$ cat src/common/dbg_wb_pkg.sv
// Wishbone debug module definitions
package dbg_wb_pkg;

  ////////////////////
  // Data register layout
  ////////////////////

  localparam logic [5:0] DR_W       = 6'd53;  // TAP data register length
  localparam int         CMD_BIT    = 52;     // 0 here addresses this module
  localparam int         OP_MSB     = 51;     // Opcode field
  localparam int         OP_LSB     = 48;
  localparam int         ADDR_MSB   = 47;     // Start address field
  localparam int         ADDR_LSB   = 16;
  localparam int         CNT_MSB    = 15;     // Top of word count field

  localparam int         WORD_W     = 32;     // Bus data width
  localparam int         WORD_BYTES = 4;      // Address step per word

  // Burst opcodes, all other codes ignored
  typedef enum logic [3:0] {
    CMD_BWRITE32 = 4'h3,
    CMD_BREAD32  = 4'h7
  } wb_op_e;

  // Burst controller states
  typedef enum logic [3:0] {
    ST_IDLE, ST_RBEGIN, ST_RREADY, ST_RSTATUS, ST_RBURST, ST_RCRC,
    ST_WREADY, ST_WWAIT, ST_WBURST, ST_WCRC, ST_WMATCH
  } ctrl_state_e;

  // TDO source select
  typedef enum logic [1:0] {
    TDO_READY = 2'd0,  // Bus ready bit
    TDO_DATA  = 2'd1,  // Output shift register LSB
    TDO_MATCH = 2'd2,  // CRC compare result
    TDO_CRC   = 2'd3   // CRC serial out
  } tdo_sel_e;

  // Controller enables into the datapath
  typedef struct packed {
    logic     addr_load;  // Take start address
    logic     addr_inc;   // Step by WORD_BYTES
    logic     op_load;    // Latch read/write flag
    logic     bit_clr;
    logic     bit_inc;
    logic     word_load;  // Take word count
    logic     word_dec;
    logic     out_load;   // Parallel load of read word
    logic     out_shift;
    tdo_sel_e tdo_sel;
  } dp_ctrl_t;

  // Controller enables into the CRC
  typedef struct packed {
    logic clr;     // Back to all ones
    logic en;      // One bit of CRC update
    logic in_sel;  // 1 for write data on TDI, 0 for read data
    logic shift;   // Serial output shift
  } crc_ctrl_t;

  // One bus transfer request
  typedef struct packed {
    logic [31:0]       addr;
    logic [WORD_W-1:0] wdata;
    logic              rd;
  } biu_req_t;

endpackage
$ cat src/dbg_wb/dbg_wb_top.sv
// Wishbone debug module top
`timescale 1ns/1ps

module dbg_wb_top
  import dbg_wb_pkg::*;
#(
  parameter int CNT_W = 16  // Word count width
) (
  input  logic              tck_i,
  input  logic              rst_i,
  // TAP side
  input  logic              tdi_i,
  input  logic              capture_dr_i,
  input  logic              shift_dr_i,
  input  logic              update_dr_i,
  input  logic              module_select_i,
  input  logic [DR_W-1:0]   data_register_i,
  output logic              module_tdo_o,
  output logic              top_inhibit_o,
  // Wishbone master
  output logic [31:0]       wb_adr_o,
  output logic [WORD_W-1:0] wb_dat_o,
  output logic [3:0]        wb_sel_o,
  output logic              wb_we_o,
  output logic              wb_cyc_o,
  output logic              wb_stb_o,
  input  logic [WORD_W-1:0] wb_dat_i,
  input  logic              wb_ack_i,
  input  logic              wb_err_i
);

  ////////////////////
  // Internal wires
  ////////////////////

  dp_ctrl_t          dp_ctrl;
  crc_ctrl_t         crc_ctrl;
  biu_req_t          biu_req;
  logic              biu_strobe;
  logic              biu_rdy;
  logic [WORD_W-1:0] biu_rdata;
  logic              word_zero;
  logic              word_last;
  logic              bit_max;
  logic              bit_32;
  logic              crc_data;   // Bit fed to the CRC
  logic              crc_serial;
  logic              crc_match;

  dbg_wb_ctrl u_ctrl (
    .tck_i          (tck_i),
    .rst_i          (rst_i),
    .module_select_i(module_select_i),
    .capture_dr_i   (capture_dr_i),
    .shift_dr_i     (shift_dr_i),
    .update_dr_i    (update_dr_i),
    .cmd_i          (data_register_i[CMD_BIT:OP_LSB]),  // Command/start bit and opcode
    .word_zero_i    (word_zero),
    .word_last_i    (word_last),
    .bit_max_i      (bit_max),
    .bit_32_i       (bit_32),
    .biu_rdy_i      (biu_rdy),
    .dp_ctrl_o      (dp_ctrl),
    .crc_ctrl_o     (crc_ctrl),
    .biu_strobe_o   (biu_strobe),
    .top_inhibit_o  (top_inhibit_o)
  );

  dbg_wb_datapath #(
    .CNT_W(CNT_W)
  ) u_datapath (
    .tck_i          (tck_i),
    .rst_i          (rst_i),
    .tdi_i          (tdi_i),
    .data_register_i(data_register_i),
    .dp_ctrl_i      (dp_ctrl),
    .biu_rdata_i    (biu_rdata),
    .biu_rdy_i      (biu_rdy),
    .crc_match_i    (crc_match),
    .crc_serial_i   (crc_serial),
    .biu_req_o      (biu_req),
    .word_zero_o    (word_zero),
    .word_last_o    (word_last),
    .bit_max_o      (bit_max),
    .bit_32_o       (bit_32),
    .tdo_o          (module_tdo_o),
    .rd_o           (),             // Flag travels inside biu_req
    .crc_data_o     (crc_data)
  );

  dbg_crc32 u_crc (
    .tck_i     (tck_i),
    .rst_i     (rst_i),
    .data_i    (crc_data),
    .crc_ctrl_i(crc_ctrl),
    .cmp_i     (data_register_i[CMD_BIT -: WORD_W]),  // CRC word sent by host
    .serial_o  (crc_serial),
    .match_o   (crc_match)
  );

  dbg_wb_biu u_biu (
    .tck_i   (tck_i),
    .rst_i   (rst_i),
    .strobe_i(biu_strobe),
    .req_i   (biu_req),
    .wb_dat_i(wb_dat_i),
    .wb_ack_i(wb_ack_i),
    .wb_err_i(wb_err_i),
    .rdy_o   (biu_rdy),
    .rdata_o (biu_rdata),
    .wb_adr_o(wb_adr_o),
    .wb_dat_o(wb_dat_o),
    .wb_sel_o(wb_sel_o),
    .wb_we_o (wb_we_o),
    .wb_cyc_o(wb_cyc_o),
    .wb_stb_o(wb_stb_o)
  );

endmodule

$ cat src/dbg_wb/dbg_wb_datapath.sv
// Burst counters and TDO datapath
`timescale 1ns/1ps

module dbg_wb_datapath
  import dbg_wb_pkg::*;
#(
  parameter int CNT_W = 16  // Word count width
) (
  input  logic              tck_i,
  input  logic              rst_i,
  input  logic              tdi_i,
  input  logic [DR_W-1:0]   data_register_i,
  input  dp_ctrl_t          dp_ctrl_i,
  input  logic [WORD_W-1:0] biu_rdata_i,
  input  logic              biu_rdy_i,
  input  logic              crc_match_i,
  input  logic              crc_serial_i,
  output biu_req_t          biu_req_o,
  output logic              word_zero_o,
  output logic              word_last_o,
  output logic              bit_max_o,
  output logic              bit_32_o,
  output logic              tdo_o,
  output logic              rd_o,
  output logic              crc_data_o
);

  localparam int RD_BIT = OP_LSB + 2;  // Opcode bit 2 marks a read

  logic [31:0]       addr_q;     // Next bus address
  logic [CNT_W-1:0]  word_cnt_q; // Words left
  logic [5:0]        bit_cnt_q;
  logic              rd_q;
  logic [WORD_W-1:0] out_sr_q;   // Read word, LSB first

  ////////////////////
  // Counters
  ////////////////////

  always_ff @(posedge tck_i) begin
    if (dp_ctrl_i.addr_load) begin
      addr_q <= data_register_i[ADDR_MSB:ADDR_LSB];
    end else if (dp_ctrl_i.addr_inc) begin
      addr_q <= addr_q + 32'(WORD_BYTES);
    end
  end

  always_ff @(posedge tck_i or posedge rst_i) begin
    if (rst_i) begin
      word_cnt_q <= '0;
    end else if (dp_ctrl_i.word_load) begin
      word_cnt_q <= data_register_i[CNT_MSB -: CNT_W];
    end else if (dp_ctrl_i.word_dec) begin
      word_cnt_q <= word_cnt_q - CNT_W'(1);
    end
  end

  always_ff @(posedge tck_i or posedge rst_i) begin
    if (rst_i) begin
      bit_cnt_q <= '0;
    end else if (dp_ctrl_i.bit_clr) begin  // Clear wins at word end
      bit_cnt_q <= '0;
    end else if (dp_ctrl_i.bit_inc) begin
      bit_cnt_q <= bit_cnt_q + 6'd1;
    end
  end

  always_ff @(posedge tck_i or posedge rst_i) begin
    if (rst_i) begin
      rd_q <= 1'b0;
    end else if (dp_ctrl_i.op_load) begin
      rd_q <= data_register_i[RD_BIT];
    end
  end

  assign word_zero_o = (word_cnt_q == '0);
  assign word_last_o = (word_cnt_q == CNT_W'(1));
  assign bit_max_o   = (bit_cnt_q == 6'd31);
  assign bit_32_o    = (bit_cnt_q == 6'd32);   // Full CRC word received
  assign rd_o        = rd_q;

  ////////////////////
  // Read shift and TDO
  ////////////////////

  always_ff @(posedge tck_i) begin
    if (dp_ctrl_i.out_load) begin
      out_sr_q <= biu_rdata_i;
    end else if (dp_ctrl_i.out_shift) begin
      out_sr_q <= {1'b0, out_sr_q[WORD_W-1:1]};
    end
  end

  // Reads hash outgoing bits, writes hash TDI
  assign crc_data_o = rd_q ? out_sr_q[0] : tdi_i;

  always_comb begin
    case (dp_ctrl_i.tdo_sel)
      TDO_READY: tdo_o = biu_rdy_i;
      TDO_DATA:  tdo_o = out_sr_q[0];
      TDO_MATCH: tdo_o = crc_match_i;
      default:   tdo_o = crc_serial_i;
    endcase
  end

  // Write word completes as its last bit sits on TDI
  assign biu_req_o.addr  = addr_q;
  assign biu_req_o.wdata = {tdi_i, data_register_i[CMD_BIT:CMD_BIT-WORD_W+2]};
  assign biu_req_o.rd    = rd_q;

endmodule

$ cat src/dbg_wb/dbg_wb_ctrl.sv
// Burst control FSM
`timescale 1ns/1ps

module dbg_wb_ctrl
  import dbg_wb_pkg::*;
(
  input  logic                  tck_i,
  input  logic                  rst_i,
  input  logic                  module_select_i,
  input  logic                  capture_dr_i,
  input  logic                  shift_dr_i,
  input  logic                  update_dr_i,
  input  logic [CMD_BIT-OP_LSB:0] cmd_i,       // {command bit, opcode}
  input  logic                  word_zero_i,
  input  logic                  word_last_i,
  input  logic                  bit_max_i,
  input  logic                  bit_32_i,
  input  logic                  biu_rdy_i,
  output dp_ctrl_t              dp_ctrl_o,
  output crc_ctrl_t             crc_ctrl_o,
  output logic                  biu_strobe_o,
  output logic                  top_inhibit_o
);

  localparam int SEL_POS = CMD_BIT - OP_LSB;  // Command bit inside cmd_i

  ctrl_state_e state_q;
  ctrl_state_e state_d;
  logic [3:0]  op_field;
  logic        for_module;  // Selected and command bit clear
  logic        start_bit;
  logic        cmd_wr;
  logic        cmd_rd;
  logic        rd_go;       // Ready bit seen by host
  logic        rd_wrap;     // Last bit of a read word
  logic        rd_next;     // Load next read word
  logic        wr_wrap;     // Last bit of a write word

  ////////////////////
  // Command decode
  ////////////////////

  assign op_field   = cmd_i[OP_MSB-OP_LSB:0];
  assign for_module = module_select_i & ~cmd_i[SEL_POS];
  assign start_bit  = module_select_i & cmd_i[SEL_POS];  // Same bit, set by host after capture
  assign cmd_wr     = update_dr_i & for_module & (op_field == CMD_BWRITE32);
  assign cmd_rd     = update_dr_i & for_module & (op_field == CMD_BREAD32);

  assign rd_go   = (state_q == ST_RSTATUS) & biu_rdy_i & shift_dr_i;
  assign rd_wrap = (state_q == ST_RBURST) & shift_dr_i & bit_max_i;
  assign rd_next = rd_go | (rd_wrap & ~word_zero_i);
  assign wr_wrap = (state_q == ST_WBURST) & shift_dr_i & bit_max_i;

  ////////////////////
  // State register
  ////////////////////

  always_ff @(posedge tck_i or posedge rst_i) begin
    if (rst_i) begin
      state_q <= ST_IDLE;
    end else begin
      state_q <= state_d;
    end
  end

  always_comb begin
    state_d = state_q;
    case (state_q)
      ST_IDLE: begin
        if (cmd_rd) begin
          state_d = ST_RBEGIN;
        end else if (cmd_wr) begin
          state_d = ST_WREADY;
        end
      end
      ST_RBEGIN:  state_d = word_zero_i ? ST_IDLE : ST_RREADY;  // Empty read burst
      ST_RREADY:  if (module_select_i && capture_dr_i) state_d = ST_RSTATUS;
      ST_RSTATUS: if (rd_go) state_d = ST_RBURST;
      ST_RBURST:  if (rd_wrap && word_zero_i) state_d = ST_RCRC;
      ST_RCRC:    state_d = ST_RCRC;                              // Held until update_dr
      ST_WREADY: begin
        if (word_zero_i) begin
          state_d = ST_IDLE;                                      // Empty write burst
        end else if (module_select_i && capture_dr_i) begin
          state_d = ST_WWAIT;
        end
      end
      ST_WWAIT:   if (start_bit && shift_dr_i) state_d = ST_WBURST;
      ST_WBURST:  if (wr_wrap && word_zero_i) state_d = ST_WCRC;
      ST_WCRC:    if (bit_32_i) state_d = ST_WMATCH;              // Host CRC now in DR
      ST_WMATCH:  state_d = ST_WMATCH;
      default:    state_d = ST_IDLE;
    endcase
    // Host may end any burst early
    if (update_dr_i && (state_q != ST_IDLE)) begin
      state_d = ST_IDLE;
    end
  end

  ////////////////////
  // Enables
  ////////////////////

  always_comb begin
    dp_ctrl_o         = '0;
    dp_ctrl_o.tdo_sel = TDO_READY;  // Idle shows bus ready
    crc_ctrl_o        = '0;
    biu_strobe_o      = 1'b0;
    case (state_q)
      ST_IDLE: begin
        if (cmd_wr || cmd_rd) begin
          dp_ctrl_o.addr_load = 1'b1;
          dp_ctrl_o.op_load   = 1'b1;
          dp_ctrl_o.bit_clr   = 1'b1;
          dp_ctrl_o.word_load = 1'b1;
          crc_ctrl_o.clr      = 1'b1;
        end
      end
      ST_RBEGIN: begin
        biu_strobe_o       = ~word_zero_i;  // First read goes out early
        dp_ctrl_o.addr_inc = ~word_zero_i;
      end
      ST_RBURST: begin
        dp_ctrl_o.tdo_sel   = TDO_DATA;
        dp_ctrl_o.out_shift = shift_dr_i;
        dp_ctrl_o.bit_inc   = shift_dr_i;
        crc_ctrl_o.en       = shift_dr_i;   // Outgoing bit into CRC
      end
      ST_RCRC: begin
        dp_ctrl_o.tdo_sel = TDO_CRC;
        crc_ctrl_o.shift  = shift_dr_i;
      end
      ST_WWAIT: begin
        if (start_bit && shift_dr_i) begin  // Bit 0 already on TDI
          dp_ctrl_o.bit_inc  = 1'b1;
          dp_ctrl_o.word_dec = 1'b1;
          crc_ctrl_o.en      = 1'b1;
          crc_ctrl_o.in_sel  = 1'b1;
        end
      end
      ST_WBURST: begin
        dp_ctrl_o.bit_inc = shift_dr_i;
        crc_ctrl_o.en     = shift_dr_i;
        crc_ctrl_o.in_sel = 1'b1;
        if (wr_wrap) begin                  // Word complete on TDI
          biu_strobe_o       = 1'b1;
          dp_ctrl_o.addr_inc = 1'b1;
          dp_ctrl_o.bit_clr  = 1'b1;
          dp_ctrl_o.word_dec = ~word_zero_i;
        end
      end
      ST_WCRC: begin
        dp_ctrl_o.bit_inc = shift_dr_i;
        if (bit_32_i) dp_ctrl_o.tdo_sel = TDO_MATCH;
      end
      ST_WMATCH: dp_ctrl_o.tdo_sel = TDO_MATCH;
      default: ;
    endcase
    // Next read word, from ready poll or end of previous word
    if (rd_next) begin
      dp_ctrl_o.out_load = 1'b1;
      dp_ctrl_o.bit_clr  = 1'b1;
      dp_ctrl_o.word_dec = 1'b1;
      if (!word_last_i) begin
        biu_strobe_o       = 1'b1;
        dp_ctrl_o.addr_inc = 1'b1;
      end
    end
  end

  // Top level held off while host shifts burst data
  assign top_inhibit_o = state_q inside {ST_RSTATUS, ST_RBURST, ST_RCRC,
                                         ST_WWAIT, ST_WBURST, ST_WCRC, ST_WMATCH};

endmodule

$ cat src/verilog/dbg_wb_biu.sv
// Wishbone bus interface unit
`timescale 1ns/1ps

module dbg_wb_biu
  import dbg_wb_pkg::*;
(
  input  logic              tck_i,
  input  logic              rst_i,
  input  logic              strobe_i,   // Start one transfer
  input  biu_req_t          req_i,
  input  logic [WORD_W-1:0] wb_dat_i,
  input  logic              wb_ack_i,
  input  logic              wb_err_i,
  output logic              rdy_o,
  output logic [WORD_W-1:0] rdata_o,
  output logic [31:0]       wb_adr_o,
  output logic [WORD_W-1:0] wb_dat_o,
  output logic [3:0]        wb_sel_o,
  output logic              wb_we_o,
  output logic              wb_cyc_o,
  output logic              wb_stb_o
);

  logic              cyc_q;    // Cycle open
  biu_req_t          req_q;    // Held for the whole cycle
  logic [WORD_W-1:0] rdata_q;
  logic              start;
  logic              done;

  assign start = strobe_i & ~cyc_q;              // Busy strobes dropped
  assign done  = cyc_q & (wb_ack_i | wb_err_i);  // Error ends cycle too

  ////////////////////
  // Cycle control
  ////////////////////

  always_ff @(posedge tck_i or posedge rst_i) begin
    if (rst_i) begin
      cyc_q <= 1'b0;
    end else if (start) begin
      cyc_q <= 1'b1;
    end else if (done) begin
      cyc_q <= 1'b0;
    end
  end

  // Request latch
  always_ff @(posedge tck_i) begin
    if (start) begin
      req_q <= req_i;
    end
  end

  // Read data capture on ack
  always_ff @(posedge tck_i) begin
    if (cyc_q && wb_ack_i && req_q.rd) begin
      rdata_q <= wb_dat_i;
    end
  end

  ////////////////////
  // Outputs
  ////////////////////

  assign rdy_o    = ~cyc_q;  // Ready again the edge after ack
  assign rdata_o  = rdata_q;

  assign wb_adr_o = req_q.addr;
  assign wb_dat_o = req_q.wdata;
  assign wb_we_o  = ~req_q.rd;
  assign wb_sel_o = 4'hf;    // Full words only
  assign wb_cyc_o = cyc_q;
  assign wb_stb_o = cyc_q;   // Classic cycle, stb with cyc

endmodule

$ cat src/verilog/dbg_crc32.sv
// Serial CRC-32
`timescale 1ns/1ps

module dbg_crc32
  import dbg_wb_pkg::*;
(
  input  logic              tck_i,
  input  logic              rst_i,
  input  logic              data_i,
  input  crc_ctrl_t         crc_ctrl_i,
  input  logic [WORD_W-1:0] cmp_i,     // Host CRC from DR
  output logic              serial_o,
  output logic              match_o
);

  localparam logic [31:0] CRC_POLY = 32'hEDB88320;  // Reflected polynomial

  logic [31:0] crc_q;
  logic        fb;

  assign fb = crc_q[0] ^ data_i;

  ////////////////////
  // CRC register
  ////////////////////

  always_ff @(posedge tck_i or posedge rst_i) begin
    if (rst_i) begin
      crc_q <= '1;
    end else if (crc_ctrl_i.clr) begin
      crc_q <= '1;
    end else if (crc_ctrl_i.en) begin
      crc_q <= {1'b0, crc_q[31:1]} ^ (fb ? CRC_POLY : 32'h0);
    end else if (crc_ctrl_i.shift) begin
      crc_q <= {1'b0, crc_q[31:1]};  // Acts as its own output register
    end
  end

  // LSB first onto TDO, no final inversion
  assign serial_o = crc_q[0];
  assign match_o  = (cmp_i == crc_q);

endmodule

$ cat config.mk
export PLATFORM = sky130hd
export DESIGN_NAME = dbg_wb_top
export DESIGN_NICKNAME = d
export VERILOG_FILES = /design/src/common/dbg_wb_pkg.sv /design/src/dbg_wb/dbg_wb_top.sv /design/src/dbg_wb/dbg_wb_datapath.sv /design/src/dbg_wb/dbg_wb_ctrl.sv /design/src/verilog/dbg_wb_biu.sv /design/src/verilog/dbg_crc32.sv
export SDC_FILE = /design/constraint.sdc
export NUM_CORES = 1
export LEC_CHECK = 0
export BUFFER_PORTS_ARGS = -buffer_cell sky130_fd_sc_hd__buf_4
export CORE_MARGIN = 10
export CORE_UTILIZATION = 52
export CTS_CLUSTER_DIAMETER = 150
export DETAILED_ROUTE_END_ITERATION = 8
export HOLD_SLACK_MARGIN = 0.12
export PLACE_DENSITY = 0.78
export SLEW_MARGIN = 25
export SYNTH_ARGS = -nofsm -noshare
export SYNTH_HDL_FRONTEND = slang
export SYNTH_SLANG_ARGS = --single-unit
$ cat constraint.sdc
create_clock -name tck_i -period 5.3 [get_ports tck_i]
set_input_delay 0.53 -clock tck_i [delete_from_list [all_inputs] [get_ports tck_i]]
set_output_delay 0.53 -clock tck_i [all_outputs]
set_load 0.1 [all_outputs]
* Word level (Yosys, flattened, before mapping)
Cells that the tools add are included.
Word-level totals: register bits after elaboration 221, bits of input ports 94, output and inout bits 73, logic and storage cells 135
Cells by class: add/sub/neg operators 3, eq/ne operators 26, muxes and demuxes 50, bitwise logic cells 22, reduce and logical (&&, ||, !) cells 22
Operators by type and width (number):
- 32-bit 2-to-1 mux | 8
- 4-bit 2-to-1 mux | 11
- 4-bit case mux with 11 select lines | 1
- 32-bit by 3-bit adder with 32-bit output, second input constant | 1
- 32-bit equality test | 1
- 16-bit 2-to-1 mux | 2
- 31-bit by 32-bit XOR with 32-bit output | 1
- 4-bit by 3-bit equality test with 1-bit output, second input constant | 5
- 16-bit by 1-bit equality test with 1-bit output, second input constant | 1
- 16-bit zero test | 1
- 16-bit by 1-bit subtractor with 16-bit output, second input constant | 1
- 1-bit bitwise AND | 14
- 1-bit 2-to-1 mux | 14
- 4-bit by 2-bit equality test with 1-bit output, second input constant | 3
- 4-bit equality test, second input constant | 3
- 6-bit 2-to-1 mux | 2
- 2-bit 2-to-1 mux | 5
- 1-bit case mux with 2 select lines | 5
- 2-bit nonzero test | 5
- 3-bit by 1-bit inequality test with 1-bit output, second input constant | 3
- 4-bit by 1-bit inequality test with 1-bit output, second input constant | 2
- 2-bit case mux with 4 select lines | 1
- 8-bit AND reduction | 1
- 1-bit logical AND | 7
- 20 further kinds | 25

* Depth between registers and ports, before layout
Gate-level depths: netlist (run 1).
word-level depth 9, depth in mapped cells 9, mapped depth without buffers 7

* Hierarchy
From an unflattened synthesis (run 1), not the netlist that was laid out.
Unflattened totals: cells, all modules 898, area, all modules 10757.8 µm²
By module, submodules not included:
- dbg_wb_datapath | times used 1, cells an instance 436, area an instance 4759.6 µm², seq. area each 2497.4 µm²
- dbg_wb_biu | times used 1, cells an instance 175, area an instance 3498.4 µm², seq. area each 2937.8 µm²
- dbg_crc32 | times used 1, cells an instance 187, area an instance 1789.2 µm², seq. area each 840.8 µm²
- dbg_wb_ctrl | times used 1, cells an instance 100, area an instance 710.7 µm², seq. area each 100.1 µm²

* Worst setup path after synthesis (run 1)
No wires, ideal clock.
path type input port to flip-flop, start point input shift_dr_i, end point register u_biu.req_q[0] in the netlist's numbering, enable pin, library setup time 0.488 ns, arrival 4.719 ns, data required time 4.812 ns, slack 0.093 ns, stages 6, buffers on the path 1, path through clkbuf_1 > nand2_1 > or4_4 > o31a_4 > o2bb2a_2 > nor2_1
Between the ends: cells in the longest elaborated chain, start to end 7, elaborated cells on any way between the ends 12, classes of those cells mux (4); bitwise (8)
Ends and longest elaborated chain:
- from (decl) | RTL line dbg_wb_top.sv:14 | input logic shift_dr_i,
- 1-bit bitwise AND (2 in a row) | RTL line dbg_wb_ctrl.sv:52 | assign wr_wrap = (state_q == ST_WBURST) & shift_dr_i & bit_max_i;
- 1-bit 2-to-1 mux | RTL line dbg_wb_ctrl.sv:145 | if (wr_wrap) begin
- 1-bit case mux with 2 select lines | RTL line dbg_wb_ctrl.sv:109 | case (state_q)
- 1-bit 2-to-1 mux | RTL line dbg_wb_ctrl.sv:164 | if (!word_last_i) begin
- 1-bit 2-to-1 mux * | RTL line dbg_wb_ctrl.sv:160 | if (rd_next) begin
- 1-bit bitwise AND * | RTL line dbg_wb_biu.sv:30 | assign start = strobe_i & ~cyc_q;
- via u_biu.start | RTL line dbg_wb_biu.sv:27 | logic start;
- to (signal assigned) | RTL line dbg_wb_biu.sv:50 | req_q <= req_i;
- to (decl) | RTL line dbg_wb_biu.sv:25 | biu_req_t req_q;
The timed path passes the listed nets; every way through them passes the cells marked *. A chain may end at the register's enable or synchronous reset.

* Final worst setup path (run 1)
start point register u_ctrl.state_q[0], end point register u_biu.req_q (netlist bit u_biu.wb_dat_o[6]), enable pin
Between the ends: cells in the longest elaborated chain, start to end 8, elaborated cells on any way between the ends 17, classes of those cells eq/ne (4); mux (4); bitwise (9)
Ends and longest elaborated chain:
- from (decl) | RTL line dbg_wb_ctrl.sv:27 | ctrl_state_e state_q;
- from (signal assigned) | RTL line dbg_wb_ctrl.sv:62 | state_q <= state_d;
- 4-bit equality test | RTL line dbg_wb_ctrl.sv:52, dbg_wb_ctrl.sv:109
- 1-bit bitwise AND (2 in a row) | RTL line dbg_wb_ctrl.sv:52
- 1-bit 2-to-1 mux | RTL line dbg_wb_ctrl.sv:145
- 1-bit case mux with 2 select lines | RTL line dbg_wb_ctrl.sv:109
- 1-bit 2-to-1 mux | RTL line dbg_wb_ctrl.sv:164
- 1-bit 2-to-1 mux * | RTL line dbg_wb_ctrl.sv:160
- 1-bit bitwise AND * | RTL line dbg_wb_biu.sv:30
- via u_biu.start | RTL line dbg_wb_biu.sv:27
Marked as above.

==> reports/metrics.yaml, run 1 <==
floorplanning:
  coreArea_um2: 20200
  fp.dieH_um: 163
  rows: 52
  die_area_um2: 26700
  floorplan.initialDensity_pct: 52.9
  fp.dieW_um: 163
  num_io_pins: 167
placement:
  dp_cells: 1212
  place.detailed.hpwl_mm: 16.5
  place_congestion: 0.889
  io_buffer_count: 162
timing:
  setup_viol: 0
  slew_headroom_pct: 43.9
  rsz0062_at_grt: "false"
  fin_crit_sh_pct: 68.6
  max_freq_mhz: 275
  hold_violations: 0
  drv_slew: 0
  max_slew.worst_pin.slew_ns: 0.840
  min_period_ns: 3.63
  tns_ns: 0
  finalClockSkew_ns: 0.0112
yosys:
  synth_ff_type: "edfxtp_1"
  ys_warn_count: 0
  synth_edf_count: 161
  yosys.area.top_type: "edfxtp_1"
  seq_area_frac_synth_pct: 59.6
  synth_seq_cells: 221
  synth_area_um2: 10700
  synth_top_area_share_pct: 45.2
  synth_common_cells: "edfxtp_1 (161), nand2_1 (77), buf_4 (69), o21ai_0 (53)"
  synth_most_common_cell: "edfxtp_1"
  synth.distinct_cells: 64
  yosys-top-cells-area: "edfxtp_1 (45%), dfstp_2 (7.9%), dfrtp_1 (6.6%)"
  syn_area_per_cell_um2: 12.2
  synth-async-reset-ratio_pct: 27.1
  syn_inst: 878
cts:
  numCtsBuffers: 23
  insertion_delay_ns: 0.51
  holdBufCountCts: 0
  clkTransAtPathRegs_ns: 0.06
  htreeDepth: 1
  cts_sinks: 221
  clockBufferDepth: 3
  cts_tree: "built"
  cts-resized-gates: 0
  post_cts_buffers: 0
  root_buffer: "clkbuf_16"
global_routing:
  grt_pass1_vias: 6898
  grt_pass1_wl_mm: 37.2
  antenna_found_initial: 0
  grt_max_degree: 66
  overflow: 0
  track_usage_pct: 17.1
setup_path:
  r2r_start: "u_ctrl.state_q[0]$_DFFE_PP0P_"
  ff2ff_path_depth: 6
  worstSetupStartpointType: "flip-flop"
  worstPathArrival_ns: 3.77
  cp_max_fo: 65
  required_ns: 5.43
  worst-setup-path-type: "reg2reg"
  cp-end-kind: "flip-flop"
  r2r_end: "u_biu.wb_dat_o[6]$_DFFE_PP_"
  reg2reg_setup_slack_ns: 1.67
final_layout:
  multi_input_area_um2: 3570
  finish.net_count: 1066
  fin_cells: 1254
  fin_util_pct: 61.2
  fillers: 1565
  diodes: 0
  drive_gt1_share_pct: 28.7
  area_growth_pct: 15.8
  seqCellArea_um2: 6380
drt:
  drc: 0
  ant_nets: 0
  drt-initial-drc-count: 667
  drt-vias-per-instance: 5.53
  drt-total-wl_mm: 23.4
  wl_per_cell_um: 18.7
  firstDrtPassIters: 9
  dr_total_vias: 6937
power:
  leakage_uw: 0.00467
  peakVddDrop_v: 0.000317
  power_density_nw_per_um2: 526
hold_path:
  whs_path_depth: 1
  hold_path_end: "u_biu.rdata_o[10]$_DFFE_PP_"
  hold_class: "in2reg"
  hp-start: "wb_dat_i[10]"
outcome:
  outcome: "finished clean"
run:
  cap_violations: 0
==> cell usage in the layout, fill, tap and decap left out, types with 9 or more instances in the layout <==
| master | n |
|---|---|
| buf_4 | 173 |
| edfxtp_1 | 161 |
| nand2_1 | 77 |
| o21ai_0 | 52 |
| xnor2_1 | 46 |
| nor2_1 | 45 |
| xor2_1 | 35 |
| nor3_1 | 34 |
| dfstp_2 | 32 |
| a21oi_1 | 29 |
| mux2_4 | 29 |
| dfrtp_1 | 28 |
| clkbuf_16 | 24 |
| nor4_1 | 21 |
| nand3_1 | 15 |
| nand4_1 | 15 |
| inv_1 | 15 |
| mux2i_1 | 12 |
| nand2b_1 | 10 |
| o22ai_1 | 9 |
| and3_1 | 9 |
==> worst max path at each step <==
stage	from	to	slack (ns)	cells past startpoint
finish	u_ctrl.state_q[0]$_DFFE_PP0P_	u_biu.wb_dat_o[6]$_DFFE_PP_	1.67	6
global route	u_ctrl.state_q[1]$_DFFE_PP0P_	u_biu.wb_dat_o[12]$_DFFE_PP_	1.47	6
CTS	u_ctrl.state_q[0]$_DFFE_PP0P_	u_biu.wb_adr_o[11]$_DFFE_PP_	1.64	6
detailed placement	u_ctrl.state_q[0]$_DFFE_PP0P_	u_biu.wb_adr_o[14]$_DFFE_PP_	1.66	6
global placement	u_ctrl.state_q[0]$_DFFE_PP0P_	u_biu.wb_adr_o[14]$_DFFE_PP_	1.69	6
floorplan	shift_dr_i	u_biu.req_q[0]$_DFFE_PP_	0.09	6
==> state kept, by name, indices dropped and copies added (netlist names) <==
| signal | count |
|---|---|
| u_datapath.rd_o | 1 |
| u_biu.wb_adr_o | 32 |
| u_datapath.addr_q | 32 |
| u_biu.wb_dat_o | 32 |
| u_ctrl.state_q | 4 |
| u_datapath.word_cnt_q | 16 |
| u_biu.rdata_o | 32 |
| u_biu.req_q | 1 |
| u_datapath.out_sr_q | 32 |
| u_datapath.bit_cnt_q | 6 |
| u_biu.wb_cyc_o | 1 |
| u_crc.crc_q | 32 |
==> through the flow <==
stage	area [um^2]	power [uW]	hold slack (ns)	worst slack (ns)
finish	12400	6520	0.192	1.67
global route	12400	6830	0.178	1.47
CTS	12400	6560	0.174	1.64
detailed placement	11600	4990	0.424	1.66
global placement	11600	4940	0.401	1.69
floorplan	10700	4590	0.400	0.0927
==> report_power, final <==
part	switching, uW	internal [uW]
logic	1500	673
registers	345	2440
clock network	648	911
==> per-layer routing <==
layer | global-route usage [%] | part of all wire [%]
met1 | 22.0 | 41
met3 | 4.05 | 7.7
met5 | 0 | 0
met2 | 28.7 | 49
met4 | 3.93 | 1.4
==> area by class of cell <==
type / instances / share of cell area (%)
well taps: 270 / 2.73
repair buffers: 173 / 10.5
flip-flops and latches: 221 / 51.5
clock buffers: 32 / 5.25
clock inverters: 10 / 0.707
multi-input cells: 531 / 28.8
inverters: 17 / 0.515
==> critical path, cell delays in order, from the launching register on <==
cell	delay, ns
dfrtp_1	0.59
or2_4	0.37
or4_4	0.57
o31a_4	0.58
o2bb2a_2	0.39
nor2_4	0.08
buf_4	0.61
==> cells by family (layout without fill, tap and decap cells) <==
group           Yosys count  in the layout  synth area share, %
compound gates          145            145                 8.54
xor+xnor                 81             81                 6.63
fa+ha+maj                 5              5                0.585
buf+inv                 129            232                 7.34
flops                   221            221                 59.6
mux                      44             44                 5.51
other cells               1              4               0.0351
simple gates            252            252                 11.7
Power figures use the tool's default switching activity.
==> run 2, diff against run 1 <==
==> constraint.sdc (replaced) <==
create_clock -name tck_i -period 3.3 [get_ports tck_i]
set_input_delay 0.33 -clock tck_i [delete_from_list [all_inputs] [get_ports tck_i]]
set_output_delay 0.33 -clock tck_i [all_outputs]
set_load 0.1 [all_outputs]
==> run 2 against run 1 <==
Compared with the run above: sequential share of layout area decreased by 3.3 points; count of clock-buffer cells in the layout is 6 lower; die area unchanged; first-iteration DRC count shrank 8.7%; combinational power grew 72%; clock skew increased by 0.0088 ns; sequential power grew 60%; clock power rose by 58%; largest power group unchanged.
==> reports/metrics.yaml, run 2 (synthesized netlist as in run 1, its figures left out) <==
outcome:
  outcome: "finished clean"
drt:
  firstDrtPassIters: 6
  wl_per_cell_um: 19.4
  drc: 0
  met1_length_mm: 10.1
  dr_total_vias: 7341
  drt-vias-per-instance: 5.49
  drt-total-wl_mm: 25.9
  highest_layer: "met4"
  dr_wl_met3_mm: 2.01
  ant_nets: 0
  met2WireLength_mm: 13.2
  drt-initial-drc-count: 609
setup_path:
  required_ns: 2.97
  worst-setup-path-type: "reg2out"
  worstSetupStartpointType: "flip-flop"
  cp-end-kind: "output pin"
  cp_max_fo: 13
  worstPathArrival_ns: 2.88
cts:
  clockBufferDepth: 3
  cts_tree: "built"
  clkTransAtPathRegs_ns: 0.06
  numCtsBuffers: 23
  root_buffer: "clkbuf_16"
  insertion_delay_ns: 0.51
  cts_sinks: 221
  htreeDepth: 1
floorplanning:
  num_io_pins: 167
  floorplan.initialDensity_pct: 52.9
  die_area_um2: 26700
  fp.dieH_um: 163
  fp.dieW_um: 163
  rows: 52
  coreArea_um2: 20200
placement:
  io_buffer_count: 162
  place_ws_ns: 0.399
  place.detailed.hpwl_mm: 17.0
  dp_cells: 1222
  placed_area_um2: 11800
  place_congestion: 0.898
timing:
  min_period_ns: 3.21
  whs_ns: 0.146
  rsz0062_at_grt: "false"
  max_freq_mhz: 312
  fin_crit_sh_pct: 97.2
  slew_headroom_pct: 37.6
  finalClockSkew_ns: 0.0200
  drv_slew: 0
  tns_ns: 0
  hold_violations: 0
  max_slew.worst_pin.slew_ns: 0.937
  setup_slack_ns: 0.0920
  setup_viol: 0
final_layout:
  final_area_um2: 13200
  area_growth_pct: 23.8
  final_common_cell: "buf_4"
  diodes: 0
  fin_cells: 1337
  fillers: 1429
  finish.net_count: 1149
  drive_gt1_share_pct: 27.6
  mostFrequentLayoutCells: "buf_4 (179), edfxtp_1 (161), nand2_1 (77)"
hold_path:
  hold_class: "in2reg"
global_routing:
  antenna_found_initial: 0
  grt_pass1_vias: 7527
  overflow: 0
  track_usage_pct: 18.8
  grt_pass1_wl_mm: 40.4
  grt_max_degree: 87
power:
  leakage_uw: 0.00502
  peakVddDrop_v: 0.000526
  power_density_nw_per_um2: 804
run:
  cap_violations: 0
-- run 2: metal layers --
metal  vias to the layer above  track usage [%]
met2                       315             32.9
met3                        37             3.73
met5                         -                0
met1                      3520             23.1
met4                         0             5.29
li1                       3469                -
-- run 2: path summary, 6_finish.rpt --
check | start | endpoint | slack [ns] | cells past startpoint
worst max-delay path | u_ctrl.state_q[1]$_DFFE_PP0P_ | module_tdo_o | 0.09 | 6
worst min-delay path | data_register_i[13] | u_datapath.word_cnt_q[13]$_DFFE_PP0P_ | 0.15 | 3
worst max register to register | u_datapath.word_cnt_q[0]$_DFFE_PP0P_ | u_datapath.out_sr_q[1]$_DFFE_PP_ | 0.38 | 7
worst min register to register | u_datapath.addr_q[1]$_DFFE_PP_ | u_biu.wb_adr_o[1]$_DFFE_PP_ | 0.42 | 0
max in group asynchronous | rst_i | u_crc.crc_q[5]$_DFFE_PP1P_ | 1.82 | 4
min in group asynchronous | rst_i | u_datapath.word_cnt_q[2]$_DFFE_PP0P_ | 0.59 | 3
-- run 2: through the flow --
stage / util, % / power, uW
floorplan: - / 7360
global placement: 58.2 / 8020
detailed placement: 58.2 / 8100
CTS: 65.3 / 10600
global route: 65.4 / 11100
finish: 65.4 / 10600
-- run 2: worst max-delay path, stage by stage (launching register included) --
cell	delay, ns
dfrtp_1	0.51
nand2b_1	0.33
a2111oi_0	0.54
and3_1	0.26
and4_1	0.19
o31a_1	0.22
buf_4	0.33
-- run 2: final cells by class --
class                           count  area (um^2)  share of cell area [%]
Clock buffer                       26          587                    4.43
Sequential cell                   221         6380                    48.2
Clock inverter                     16          128                   0.964
Inverter                           17         63.8                   0.482
Multi-Input combinational cell    531         3580                    27.0
Tap cell                          270          338                    2.55
Timing Repair Buffer              256         2170                    16.4
-- run 2: timing repair --
action,CTS,global route
gates resized for setup,0,0
hold endpoints to repair,99,0
hold buffers,72,0
buffers inserted,0,0
-- run 2: power by group --
| group | total, uW | switching [uW] | leakage (uW) | internal (uW) |
|---|---|---|---|---|
| Combinational | 3730 | 2510 | 0.00252 | 1220 |
| Clock | 2470 | 1090 | 0.000346 | 1380 |
| Sequential | 4460 | 537 | 0.00215 | 3920 |
| Total | 10600 | 4130 | 0.00502 | 6520 |
